File: src/rtl/conv_pkg.sv
package conv_pkg;

    // pixel and weight are both signed bytes
    localparam int PIX_WIDTH  = 8;
    localparam int ACC_WIDTH  = 32;

    // one bit more than a lane sum so two lanes plus bias cannot wrap
    localparam int SUM_WIDTH  = 33;
    localparam int SUM_AWIDTH = 6;

    localparam int IMG_WIDTH  = 16;
    localparam logic [IMG_WIDTH-1:0] IMG_MAX = 16'h7fff;
    localparam logic [IMG_WIDTH-1:0] IMG_MIN = 16'h8000;

    localparam int WORD_WIDTH = 32;

    typedef struct packed {
        logic [PIX_WIDTH-1:0] pixel_a;
        logic [PIX_WIDTH-1:0] weight_a;
        logic [PIX_WIDTH-1:0] pixel_b;
        logic [PIX_WIDTH-1:0] weight_b;
    } tap_fields_t;

    typedef struct packed {
        logic [7:0]         reserved;
        logic [7:0]         shift;
        logic signed [15:0] bias;
    } cfg_fields_t;

    // the same host word read either as a tap or as a configuration word
    typedef union packed {
        tap_fields_t tap;
        cfg_fields_t cfg;
    } in_word_u;

endpackage

File: src/rtl/tap_sequencer.sv
`timescale 1ns/1ps

module tap_sequencer (
    input  logic                           clk,
    input  logic                           rst_n,
    input  logic                           in_req,
    input  logic                           in_cfg,
    input  logic                           in_last,
    input  logic [conv_pkg::WORD_WIDTH-1:0] in_word,
    output logic                           in_ack,
    input  logic                           busy,
    output logic                           tap_en,
    output logic                           frame_start,
    output logic                           frame_end,
    output logic [conv_pkg::PIX_WIDTH-1:0] pixel_a,
    output logic [conv_pkg::PIX_WIDTH-1:0] weight_a,
    output logic [conv_pkg::PIX_WIDTH-1:0] pixel_b,
    output logic [conv_pkg::PIX_WIDTH-1:0] weight_b,
    output logic [7:0]                     shift,
    output logic [15:0]                    bias
);
    import conv_pkg::*;

    in_word_u word;
    logic     word_used;
    logic     first_tap;
    logic     end_pending;
    logic     hold;
    logic     take;
    logic     take_tap;

    assign word = in_word;

    // a last tap waits while the previous result is still on its way out;
    // end_pending covers the few cycles before the combiner raises busy
    assign hold     = !in_cfg && in_last && (busy || end_pending);
    assign take     = in_req && !word_used && !in_ack && !hold;
    assign take_tap = take && !in_cfg;

    // handshake states: idle, word_used (acked), in_ack high (waiting for req low)
    always_ff @(posedge clk or negedge rst_n) begin
        if (!rst_n) begin
            word_used   <= 1'b0;
            in_ack      <= 1'b0;
            tap_en      <= 1'b0;
            frame_start <= 1'b0;
            frame_end   <= 1'b0;
            first_tap   <= 1'b1;
            end_pending <= 1'b0;
            shift       <= 8'd0;
            bias        <= 16'd0;
        end else begin
            word_used   <= take;
            tap_en      <= take_tap;
            frame_start <= take_tap && first_tap;
            frame_end   <= take_tap && in_last;

            if (word_used) begin
                in_ack <= 1'b1;
            end else if (in_ack && !in_req) begin
                in_ack <= 1'b0;
            end

            if (take && in_cfg) begin
                shift <= word.cfg.shift;
                bias  <= word.cfg.bias;
            end

            // the tap after a last tap opens a new frame
            if (take_tap) begin
                first_tap <= in_last;
            end

            if (take_tap && in_last) begin
                end_pending <= 1'b1;
            end else if (busy) begin
                end_pending <= 1'b0;
            end
        end
    end

    always_ff @(posedge clk) begin
        if (take_tap) begin
            pixel_a  <= word.tap.pixel_a;
            weight_a <= word.tap.weight_a;
            pixel_b  <= word.tap.pixel_b;
            weight_b <= word.tap.weight_b;
        end
    end

endmodule

File: src/rtl/mac_lane.sv
`timescale 1ns/1ps

module mac_lane (
    input  logic                           clk,
    input  logic                           rst_n,
    input  logic                           tap_en,
    input  logic                           frame_start,
    input  logic                           frame_end,
    input  logic [conv_pkg::PIX_WIDTH-1:0] pixel,
    input  logic [conv_pkg::PIX_WIDTH-1:0] weight,
    output logic [conv_pkg::ACC_WIDTH-1:0] lane_sum,
    output logic                           sum_valid
);
    import conv_pkg::*;

    logic signed [2*PIX_WIDTH-1:0] product;
    logic [ACC_WIDTH-1:0]          product_ext;
    logic [ACC_WIDTH-1:0]          acc;
    logic                          end_seen;

    assign product     = $signed(pixel) * $signed(weight);
    assign product_ext = {{(ACC_WIDTH-2*PIX_WIDTH){product[2*PIX_WIDTH-1]}}, product};

    // the first tap of a frame loads instead of adding
    always_ff @(posedge clk) begin
        if (tap_en) begin
            if (frame_start) begin
                acc <= product_ext;
            end else begin
                acc <= acc + product_ext;
            end
        end
    end

    always_ff @(posedge clk or negedge rst_n) begin
        if (!rst_n) begin
            end_seen  <= 1'b0;
            sum_valid <= 1'b0;
        end else begin
            end_seen  <= tap_en && frame_end;
            sum_valid <= end_seen;
        end
    end

    // lane_sum holds the frame result so acc is free for the next frame
    always_ff @(posedge clk) begin
        if (end_seen) begin
            lane_sum <= acc;
        end
    end

endmodule

File: src/rtl/rescale.sv
`timescale 1ns/1ps

module rescale (
    input  logic                           clk,
    input  logic [7:0]                     shift,
    input  logic [conv_pkg::SUM_WIDTH-1:0] up_data,
    output logic [conv_pkg::IMG_WIDTH-1:0] dn_data
);
    import conv_pkg::*;

    logic [SUM_WIDTH-1:0]  up_data_1p;
    logic [SUM_WIDTH-1:0]  shifted_1p;
    logic [SUM_AWIDTH-1:0] overflow_1p;
    logic [IMG_WIDTH-1:0]  low_2p;
    logic                  too_big_2p;
    logic                  too_small_2p;
    logic [IMG_WIDTH-1:0]  clamped_3p;

    // a positive number is too large if any bit from the overflow address up is set
    function automatic logic above_max(
        input logic [SUM_WIDTH-1:0]  number,
        input logic [SUM_AWIDTH-1:0] overflow
    );
        logic hit;
        hit = 1'b0;
        for (int i = 0; i < SUM_WIDTH; i++) begin
            if (number[i] && (i >= overflow)) begin
                hit = 1'b1;
            end
        end
        return hit && !number[SUM_WIDTH-1];
    endfunction

    // a negative number is too small if any bit from the overflow address up is clear
    function automatic logic below_min(
        input logic [SUM_WIDTH-1:0]  number,
        input logic [SUM_AWIDTH-1:0] overflow
    );
        logic hit;
        hit = 1'b0;
        for (int i = 0; i < SUM_WIDTH; i++) begin
            if (!number[i] && (i >= overflow)) begin
                hit = 1'b1;
            end
        end
        return hit && number[SUM_WIDTH-1];
    endfunction

    always_ff @(posedge clk) begin
        up_data_1p <= up_data;
        shifted_1p <= up_data >> shift;
        // bit of up_data that lands in the image sign position
        overflow_1p <= SUM_AWIDTH'(IMG_WIDTH - 1) + shift[SUM_AWIDTH-1:0];
    end

    always_ff @(posedge clk) begin
        too_big_2p   <= above_max(up_data_1p, overflow_1p);
        too_small_2p <= below_min(up_data_1p, overflow_1p);
        low_2p       <= shifted_1p[IMG_WIDTH-1:0];
    end

    always_ff @(posedge clk) begin
        if (too_small_2p) begin
            clamped_3p <= IMG_MIN;
        end else if (too_big_2p) begin
            clamped_3p <= IMG_MAX;
        end else begin
            clamped_3p <= low_2p;
        end
    end

    always_ff @(posedge clk) begin
        dn_data <= clamped_3p;
    end

endmodule

File: src/rtl/lane_combiner.sv
`timescale 1ns/1ps

module lane_combiner (
    input  logic                           clk,
    input  logic                           rst_n,
    input  logic [conv_pkg::ACC_WIDTH-1:0] lane_sum_a,
    input  logic [conv_pkg::ACC_WIDTH-1:0] lane_sum_b,
    input  logic                           sum_valid,
    input  logic [7:0]                     shift,
    input  logic [15:0]                    bias,
    output logic                           busy,
    output logic                           out_req,
    input  logic                           out_ack,
    output logic [conv_pkg::IMG_WIDTH-1:0] out_data
);
    import conv_pkg::*;

    logic [SUM_WIDTH-1:0] ext_a;
    logic [SUM_WIDTH-1:0] ext_b;
    logic [SUM_WIDTH-1:0] ext_bias;
    logic [SUM_WIDTH-1:0] sum_r;
    logic [IMG_WIDTH-1:0] dn_data;
    logic [4:0]           vld_pipe;
    logic                 wait_low;

    assign ext_a    = {{(SUM_WIDTH-ACC_WIDTH){lane_sum_a[ACC_WIDTH-1]}}, lane_sum_a};
    assign ext_b    = {{(SUM_WIDTH-ACC_WIDTH){lane_sum_b[ACC_WIDTH-1]}}, lane_sum_b};
    assign ext_bias = {{(SUM_WIDTH-16){bias[15]}}, bias};

    // sum_r stays put until the next frame, so rescale output is stable while held
    always_ff @(posedge clk) begin
        if (sum_valid) begin
            sum_r <= ext_a + ext_b + ext_bias;
        end
    end

    rescale i_rescale (
        .clk     (clk),
        .shift   (shift),
        .up_data (sum_r),
        .dn_data (dn_data)
    );

    // one add stage plus four rescale stages
    always_ff @(posedge clk or negedge rst_n) begin
        if (!rst_n) begin
            vld_pipe <= 5'd0;
        end else begin
            vld_pipe <= {vld_pipe[3:0], sum_valid};
        end
    end

    always_ff @(posedge clk) begin
        if (vld_pipe[4]) begin
            out_data <= dn_data;
        end
    end

    always_ff @(posedge clk or negedge rst_n) begin
        if (!rst_n) begin
            busy     <= 1'b0;
            out_req  <= 1'b0;
            wait_low <= 1'b0;
        end else begin
            if (sum_valid) begin
                busy <= 1'b1;
            end

            if (vld_pipe[4]) begin
                out_req <= 1'b1;
            end else if (out_req && out_ack) begin
                out_req  <= 1'b0;
                wait_low <= 1'b1;
            end else if (wait_low && !out_ack) begin
                // host has closed the handshake, the result slot is free
                wait_low <= 1'b0;
                busy     <= 1'b0;
            end
        end
    end

endmodule

File: src/rtl/conv_pair_top.sv
`timescale 1ns/1ps

module conv_pair_top (
    input  logic                            clk,
    input  logic                            rst_n,
    input  logic                            in_req,
    input  logic                            in_cfg,
    input  logic                            in_last,
    input  logic [conv_pkg::WORD_WIDTH-1:0] in_word,
    output logic                            in_ack,
    output logic                            out_req,
    input  logic                            out_ack,
    output logic [conv_pkg::IMG_WIDTH-1:0]  out_data
);
    import conv_pkg::*;

    logic                 tap_en;
    logic                 frame_start;
    logic                 frame_end;
    logic [PIX_WIDTH-1:0] pixel_a;
    logic [PIX_WIDTH-1:0] weight_a;
    logic [PIX_WIDTH-1:0] pixel_b;
    logic [PIX_WIDTH-1:0] weight_b;
    logic [7:0]           shift;
    logic [15:0]          bias;
    logic                 busy;
    logic [ACC_WIDTH-1:0] lane_sum_a;
    logic [ACC_WIDTH-1:0] lane_sum_b;
    logic                 sum_valid;

    tap_sequencer i_sequencer (
        .clk         (clk),
        .rst_n       (rst_n),
        .in_req      (in_req),
        .in_cfg      (in_cfg),
        .in_last     (in_last),
        .in_word     (in_word),
        .in_ack      (in_ack),
        .busy        (busy),
        .tap_en      (tap_en),
        .frame_start (frame_start),
        .frame_end   (frame_end),
        .pixel_a     (pixel_a),
        .weight_a    (weight_a),
        .pixel_b     (pixel_b),
        .weight_b    (weight_b),
        .shift       (shift),
        .bias        (bias)
    );

    mac_lane i_lane_a (
        .clk         (clk),
        .rst_n       (rst_n),
        .tap_en      (tap_en),
        .frame_start (frame_start),
        .frame_end   (frame_end),
        .pixel       (pixel_a),
        .weight      (weight_a),
        .lane_sum    (lane_sum_a),
        .sum_valid   (sum_valid)
    );

    // both lanes see the same strobes, so lane a's sum_valid stands for both
    mac_lane i_lane_b (
        .clk         (clk),
        .rst_n       (rst_n),
        .tap_en      (tap_en),
        .frame_start (frame_start),
        .frame_end   (frame_end),
        .pixel       (pixel_b),
        .weight      (weight_b),
        .lane_sum    (lane_sum_b),
        .sum_valid   ()
    );

    lane_combiner i_combiner (
        .clk        (clk),
        .rst_n      (rst_n),
        .lane_sum_a (lane_sum_a),
        .lane_sum_b (lane_sum_b),
        .sum_valid  (sum_valid),
        .shift      (shift),
        .bias       (bias),
        .busy       (busy),
        .out_req    (out_req),
        .out_ack    (out_ack),
        .out_data   (out_data)
    );

endmodule

File: config.mk
export PLATFORM = sky130hd
export DESIGN_NAME = conv_pair_top
export DESIGN_NICKNAME = d
export VERILOG_FILES = /design/src/rtl/conv_pkg.sv /design/src/rtl/tap_sequencer.sv /design/src/rtl/mac_lane.sv /design/src/rtl/rescale.sv /design/src/rtl/lane_combiner.sv /design/src/rtl/conv_pair_top.sv
export SDC_FILE = /design/constraint.sdc
export NUM_CORES = 1
export LEC_CHECK = 0
export CORE_MARGIN = 4
export CORE_UTILIZATION = 40
export CTS_CLUSTER_DIAMETER = 30
export DETAILED_ROUTE_END_ITERATION = 16
export DONT_BUFFER_PORTS = 1
export PLACE_DENSITY_LB_ADDON = 0.08
export SLEW_MARGIN = 20
export SYNTH_ARGS = -nofsm -noshare
export SYNTH_HDL_FRONTEND = slang
export SYNTH_SLANG_ARGS = --single-unit
export TNS_END_PERCENT = 100
File: constraint.sdc
create_clock -name clk -period 6.91 [get_ports clk]
set_clock_uncertainty 0.05 [all_clocks]
set_input_delay 0.3455 -clock clk [delete_from_list [all_inputs] [get_ports clk]]
set_output_delay 0.3455 -clock clk [all_outputs]
set_load 0.01 [all_outputs]
==> results by group, run 1 <==
Global routing
  • Total track usage: 18.1%
  • Grt ovf: 0
  • Pin count of the biggest net entering global routing: 66
  • Initial antenna violation count: 1
  • Number of global-route vias before repair: 16072
  • First-pass GRT wire length: 87.1 mm

Clock network
  • Root buf cell: clkbuf_16
  • Num CTS Buffers: 87
  • Clock latency at the later pin of the worst-skew pair: 0.62 ns
  • Clock Sinks: 355
  • CTS tree: built
  • Htree depth: 3
  • CTS max path bufs: 3
  • CTS clk-pin slew, worst paths: 0.04 ns

Logic synthesis
  • EDFF count, synth: 209
  • Seq/Total Area, Yosys: 41.5%
  • Synth Warn #: 0
  • Synthesized instance count: 2099
  • Yosys cell types: 82
  • Fraction of registers with async set/reset: 11.5%
  • Syn avg cell area: 10.8 um2
  • FF+latch count, synth: 355
  • Prevailing post-synth register cell: edfxtp_1
  • Synthesized area: 22700 um2
  • Post-Syn Nets: 2434

Worst hold path
  • Hold Crit Endpoint: i_sequencer.word_used$_DFF_PN0_
  • Worst Hold Launch: in_req
  • WHS Path Cells: 3
  • Worst hold path type: primary input to flop

Setup path
  • R2R Setup Slk: 0.30 ns
  • CP Class: flop to flop
  • CP Capture Type: flop
  • WP data required: 7.19 ns
  • Reg-to-reg endpoint: i_lane_a.acc[31]$_DFFE_PP_
  • Startpoint types: flop
  • Reg2reg start: i_sequencer.weight_a[4]$_DFFE_PP_
  • CP max FO: 18
  • Reg2reg path depth: 23
  • Crit path DAT: 6.89 ns

Placed design
  • Gpl congestion: 0.849
  • Port Buf Inserts: 0
  • Post-DP HPWL: 39.7 mm
  • Pre-CTS setup slack: 0.0871 ns

Timing
  • Setup Viol. Count Final: 0
  • Max Clock Freq: 151 MHz
  • Setup repair after global routing missed its margin: true
  • Final Hold Viols: 0
  • Worst Max-Slew Pin Slew: 1.00 ns
  • Fin. max-slew vios: 0
  • Min Clock Period, post-route: 6.61 ns
  • Slew margin rel.: 33.3%
  • Final worst-path cycle share: 95.6%
  • Worst setup margin: 0.301 ns

Layout
  • Ant. Diodes: 0
  • Utilization after layout: 48.8%
  • Synth-to-layout area growth: 21.0%
  • Share of cells above drive strength 1: 12.7%
  • Nets: 2537

Die
  • Initial core utilization: 40.3%
  • Row count: 87
  • Ports: 56
  • Die Area: 60600 um2
  • Width of the die: 246 um
  • Die Ht: 246 um
  • Core area: 56300 um2

Routing
  • Initial DRC count: 938
  • DR WL/cell: 17.6 um
  • Number of nets with antenna violations after routing: 0
  • Routed Wire Length: 53.5 mm
  • Vias per inst: 5.20
  • Pre-Repair DR Iteration Count: 5
  • Residual DRC: 0
  • Routed vias: 15767

Flow run
  • Total of max-cap violations: 0

Outcome
  • Status: finished clean
[how the worst max path moves through the flow]
stage	end	start	cells after the start	slack, ns
floorplan	i_lane_a.acc[31]$_DFFE_PP_	i_sequencer.pixel_a[1]$_DFFE_PP_	22	0.1
global placement	i_lane_b.acc[31]$_DFFE_PP_	i_sequencer.weight_b[7]$_DFFE_PP_	24	0.07
detailed placement	i_lane_b.acc[31]$_DFFE_PP_	i_sequencer.weight_b[4]$_DFFE_PP_	25	0.09
CTS	i_lane_b.acc[31]$_DFFE_PP_	i_sequencer.weight_b[4]$_DFFE_PP_	25	0.04
global route	i_lane_a.acc[31]$_DFFE_PP_	i_sequencer.weight_a[1]$_DFFE_PP_	25	-0.06
finish	i_lane_a.acc[31]$_DFFE_PP_	i_sequencer.weight_a[4]$_DFFE_PP_	23	0.30
[metal layers]
layer  wire, um  GRT usage, %  vias to the layer above
met5         13             0                        -
met4       2050          7.11                        2
met3       2040          3.74                      110
met2      25000          29.0                      301
met1      24400          24.1                     7730
li1           -             -                     7624
[stage by stage]
stage	setup TNS, ns	std cells	cell area [um2]	hold slack [ns]
global placement	0	2813	23500	0.00216
global route	-0.135	3032	27400	0.135
detailed placement	0	2813	23500	0.00178
floorplan	0	2099	22700	-0.0000911
CTS	0	3014	27100	0.0895
finish	0	3032	27400	0.136
[Yosys cell counts, types with 26 or more instances]
cell type  instances  share of area [%]
nor3_1            26               0.57
nand2_1          158                2.6
fa_1             145                 13
dfrtp_1           40                4.4
mux2i_1           35                1.5
dfxtp_1          105                9.3
edfxtp_1         209                 28
a21oi_1          129                2.8
clkbuf_1          46               0.76
a211oi_1          36                1.2
nand2b_1          27               0.74
o21bai_1          26               0.86
nor2_1           143                2.4
and2_1            84                2.3
xor2_1            40                1.5
nand3_1           32               0.71
o21ai_0          120                2.6
xnor2_1           81                3.1
mux2_2            30                1.5
ha_1             152                8.4
inv_1            166                2.7
a21o_1            52                1.7
[registers in the layout, indices dropped and copies added (netlist names), 16 cells and up]
signal / flops
i_sequencer.bias: 16
i_lane_b.lane_sum: 32
i_lane_a.lane_sum: 32
i_combiner.i_rescale.clamped_3p: 16
i_combiner.out_data: 16
i_combiner.i_rescale.dn_data: 16
i_lane_a.acc: 32
i_lane_b.acc: 32
i_combiner.i_rescale.up_data_1p: 33
i_combiner.i_rescale.shifted_1p: 16
i_combiner.sum_r: 33
i_combiner.i_rescale.low_2p: 16
[cell families after synthesis]
family,count (synthesis),share of synthesized area [%]
AO/OA/AOI/OAI,492,13.9
flip-flops,355,41.5
buffers and inverters,229,3.85
multiplexers,72,3.73
adder cells (fa/ha/maj),298,21.2
XOR/XNOR,121,4.67
AND/OR/NAND/NOR,532,11.1
[what timing repair did]
item | CTS | global route
endpoints found under the setup margin | 0 | 21
hold endpoints to repair | 104 | 0
buffers inserted | 0 | 18
hold buffers | 38 | 0
resized for setup | 0 | 40
[critical path, cell delays in order, from the launching register on]
cell and delay, ns:
edfxtp_1 0.47, buf_4 0.20, and2_1 0.15, fa_1 0.55
fa_1 0.45, fa_1 0.52, fa_1 0.60, ha_4 0.22
or3_1 0.36, o211a_1 0.14, nand4_1 0.14, a31oi_2 0.12
xnor2_1 0.15, bufbuf_16 0.31, ha_2 0.33, a21oi_4 0.17
o21bai_1 0.08, a21oi_1 0.15, o21ai_1 0.08, a21o_1 0.19
a21o_1 0.20, mux2_2 0.28, a2111oi_2 0.31, xor2_1 0.11
[layout by cell type, fill, tap and decap left out, types with 8 or more instances in the layout]
cell type / instances
dfxtp_1: 105
o21bai_1: 25
dlygate4sd3_1: 37
mux2_2: 30
a21o_1: 52
a21oi_1: 119
mux2i_1: 35
a21oi_2: 12
and2_1: 83
o21ai_1: 17
a31oi_1: 17
xnor2_1: 81
clkbuf_16: 90
clkbuf_8: 9
ha_1: 143
bufinv_16: 14
clkinv_2: 12
nand3_1: 32
a211oi_1: 35
buf_4: 36
xor2_1: 39
nand4_1: 9
clkbuf_1: 14
o21a_1: 10
edfxtp_1: 209
nand2b_1: 27
nor2_1: 141
and3_1: 11
o21ai_0: 117
inv_1: 165
nand2_1: 158
nor3_1: 25
o31ai_1: 8
dfrtp_1: 36
nor2b_1: 21
fa_1: 143
[area by class of cell]
| class | count | area [um2] |
|---|---|---|
| fillers | 5133 | 28800 |
| multi-input cells | 1515 | 12600 |
| flip-flops and latches | 355 | 9410 |
| clock buffers | 113 | 2430 |
| well taps | 756 | 946 |
| clock inverters | 50 | 763 |
| repair buffers | 75 | 701 |
| inverters | 168 | 631 |
Power of run 1 is not shown: default switching activity piles up to over one toggle a cycle in this logic, so the estimate is an artifact.
==> inputs of run 2 (changes only) <==
--- a/config.mk
+++ b/config.mk
@@ -5,13 +5,14 @@
 export SDC_FILE = /design/constraint.sdc
 export NUM_CORES = 1
 export LEC_CHECK = 0
+export CELL_PAD_IN_SITES_DETAIL_PLACEMENT = 1
+export CELL_PAD_IN_SITES_GLOBAL_PLACEMENT = 1
 export CORE_MARGIN = 4
 export CORE_UTILIZATION = 40
 export CTS_CLUSTER_DIAMETER = 30
 export DETAILED_ROUTE_END_ITERATION = 16
 export DONT_BUFFER_PORTS = 1
 export PLACE_DENSITY_LB_ADDON = 0.08
-export SLEW_MARGIN = 20
 export SYNTH_ARGS = -nofsm -noshare
 export SYNTH_HDL_FRONTEND = slang
 export SYNTH_SLANG_ARGS = --single-unit
==> run 2 against run 1 <==
- flip-flop and latch count did not move
- critical path depth is 2 higher
- non-clock buffer count increased by 2
- maximum frequency up 1.1%
- clock-buffer cell count down 16
- utilization decreased by 0.087 points
==> results by group, run 2 (same netlist as run 1, synthesis figures left out) <==
Clock network
  • CTS max path bufs: 3
  • CTS clk-pin slew, worst paths: 0.05 ns
  • Root buf cell: clkbuf_16
  • Clock latency at the later pin of the worst-skew pair: 0.63 ns
  • Clock Sinks: 355
  • CTS tree: built
  • Htree depth: 3
  • Num CTS Buffers: 86

Routing
  • Pre-Repair DR Iteration Count: 5
  • DR WL/cell: 19.3 um
  • Number of nets with antenna violations after routing: 0
  • Routed Wire Length: 58.4 mm
  • Vias per inst: 5.27
  • Routed vias: 15986
  • Residual DRC: 0
  • Initial DRC count: 744

Worst hold path
  • WHS Path Cells: 2
  • Hold Crit Endpoint: i_sequencer.tap_en$_DFF_PN0_
  • Worst hold path type: primary input to flop
  • Worst Hold Launch: in_cfg

Global routing
  • Initial antenna violation count: 1
  • Number of global-route vias before repair: 17363
  • Pin count of the biggest net entering global routing: 66
  • First-pass GRT wire length: 95.4 mm
  • Total track usage: 19.8%
  • Grt ovf: 0

Timing
  • Final worst-path cycle share: 94.6%
  • Setup Viol. Count Final: 0
  • Worst setup margin: 0.375 ns
  • Min Clock Period, post-route: 6.53 ns
  • Max Clock Freq: 153 MHz
  • Fin. max-slew vios: 0
  • Slew margin rel.: 32.4%
  • Hold WS: 0.127 ns
  • Final Hold Viols: 0
  • Worst Max-Slew Pin Slew: 1.01 ns

Setup path
  • CP max FO: 9
  • WP data required: 7.22 ns
  • CP Class: flop to flop
  • CP Capture Type: flop
  • CP max stage delay: 0.53 ns
  • Slowest cell on the critical path: fa_1
  • CP bufs+invs: 4
  • CP delay by family, top: adder cells
  • R2R Setup Slk: 0.38 ns
  • Reg2reg start: i_sequencer.weight_a[7]$_DFFE_PP_
  • Reg-to-reg endpoint: i_lane_a.acc[31]$_DFFE_PP_
  • Most frequent CP cell: fa_1
  • Crit path DAT: 6.84 ns
  • Reg2reg path depth: 25
  • Startpoint types: flop

Layout
  • Most common cell after layout, fill and taps aside: edfxtp_1
  • Ant. Diodes: 0
  • Synth-to-layout area growth: 20.8%
  • Area of the multi-input gates: 12600 um2
  • Fillers: 5998
  • Commonest cells after routing, fill and taps aside: edfxtp_1, inv_1, nand2_1
  • Register area: 9410 um2
  • Utilization after layout: 48.7%
  • Nets: 2538
  • Biggest regs: i_combiner.i_rescale.up_data_1p: 33 flops, i_combiner.sum_r: 33 flops
  • Share of cells above drive strength 1: 13.3%

Die
  • Core area: 56300 um2
  • Initial core utilization: 40.3%
  • Width of the die: 246 um
  • Row count: 87
  • Ports: 56
  • Die Area: 60600 um2
  • Die Ht: 246 um

Placed design
  • Port Buf Inserts: 0
  • Pre-CTS setup slack: -0.0157 ns
  • Gpl congestion: 0.852
  • Post-DP HPWL: 43.3 mm

Flow run
  • Total of max-cap violations: 0

Outcome
  • Status: finished clean
[run 2: how the worst max path moves through the flow]
stage | from | to | slack, ns | cells after the start
detailed placement | i_sequencer.weight_b[4]$_DFFE_PP_ | i_lane_b.acc[31]$_DFFE_PP_ | -0.02 | 25
global route | i_sequencer.pixel_b[0]$_DFFE_PP_ | i_lane_b.acc[28]$_DFFE_PP_ | -0.05 | 23
finish | i_sequencer.weight_a[7]$_DFFE_PP_ | i_lane_a.acc[31]$_DFFE_PP_ | 0.38 | 25
CTS | i_sequencer.pixel_b[0]$_DFFE_PP_ | i_lane_b.acc[31]$_DFFE_PP_ | 0.005 | 24
global placement | i_sequencer.weight_b[4]$_DFFE_PP_ | i_lane_b.acc[31]$_DFFE_PP_ | 0.09 | 25
floorplan | i_sequencer.pixel_a[1]$_DFFE_PP_ | i_lane_a.acc[31]$_DFFE_PP_ | 0.1 | 22
[run 2: metrics by stage]
step | cell area (um2) | TNS, ns | instances
CTS | 27000 | 0 | 3013
global placement | 23500 | 0 | 2813
global route | 27400 | -0.0697 | 3033
detailed placement | 23500 | -0.0157 | 2813
finish | 27400 | 0 | 3033
floorplan | 22700 | 0 | 2099
[run 2: worst register-to-register path, stage by stage (launching register included)]
cell and delay, ns:
edfxtp_1 0.46, buf_4 0.17, nand2b_4 0.05, fa_1 0.53, inv_1 0.06, fa_1 0.50, fa_1 0.52, fa_1 0.49
ha_1 0.36, or3_1 0.38, o211a_1 0.14, nand4_1 0.14, a31oi_2 0.13, xnor2_2 0.18, buf_12 0.15, buf_4 0.18
ha_1 0.22, a21oi_2 0.17, o21bai_1 0.08, a21oi_1 0.16, o21ai_1 0.08, a21o_1 0.19, a21o_1 0.19, mux2_2 0.28
a2111oi_2 0.31, xor2_1 0.11
[run 2: area by class of cell]
| class | instances | share of cell area, % |
|---|---|---|
| Sequential cell | 355 | 34.4 |
| Timing Repair Buffer | 77 | 2.58 |
| Inverter | 168 | 2.31 |
| Clock buffer | 97 | 8.46 |
| Tap cell | 756 | 3.45 |
| Clock inverter | 65 | 2.75 |
| Multi-Input combinational cell | 1515 | 46.1 |
[run 2: what timing repair did]
item,in CTS,in global routing
hold buffers,38,0
gates resized for setup,6,44
buffers inserted,0,20
pin swaps,0,16
endpoints found under the setup margin,2,23
gates cloned,0,0
endpoints found under the hold margin,104,0
[run 2: metal layers]
layer / up-vias / global-route usage, % / share of wire [%]
met1: 8017 / 25.9 / 45
met4: 0 / 6.42 / 2.6
li1: 7627 / - / -
met5: - / 0 / 0
met2: 245 / 33.7 / 49
met3: 97 / 3.31 / 3.6
Power of run 2 is left out for the same reason.
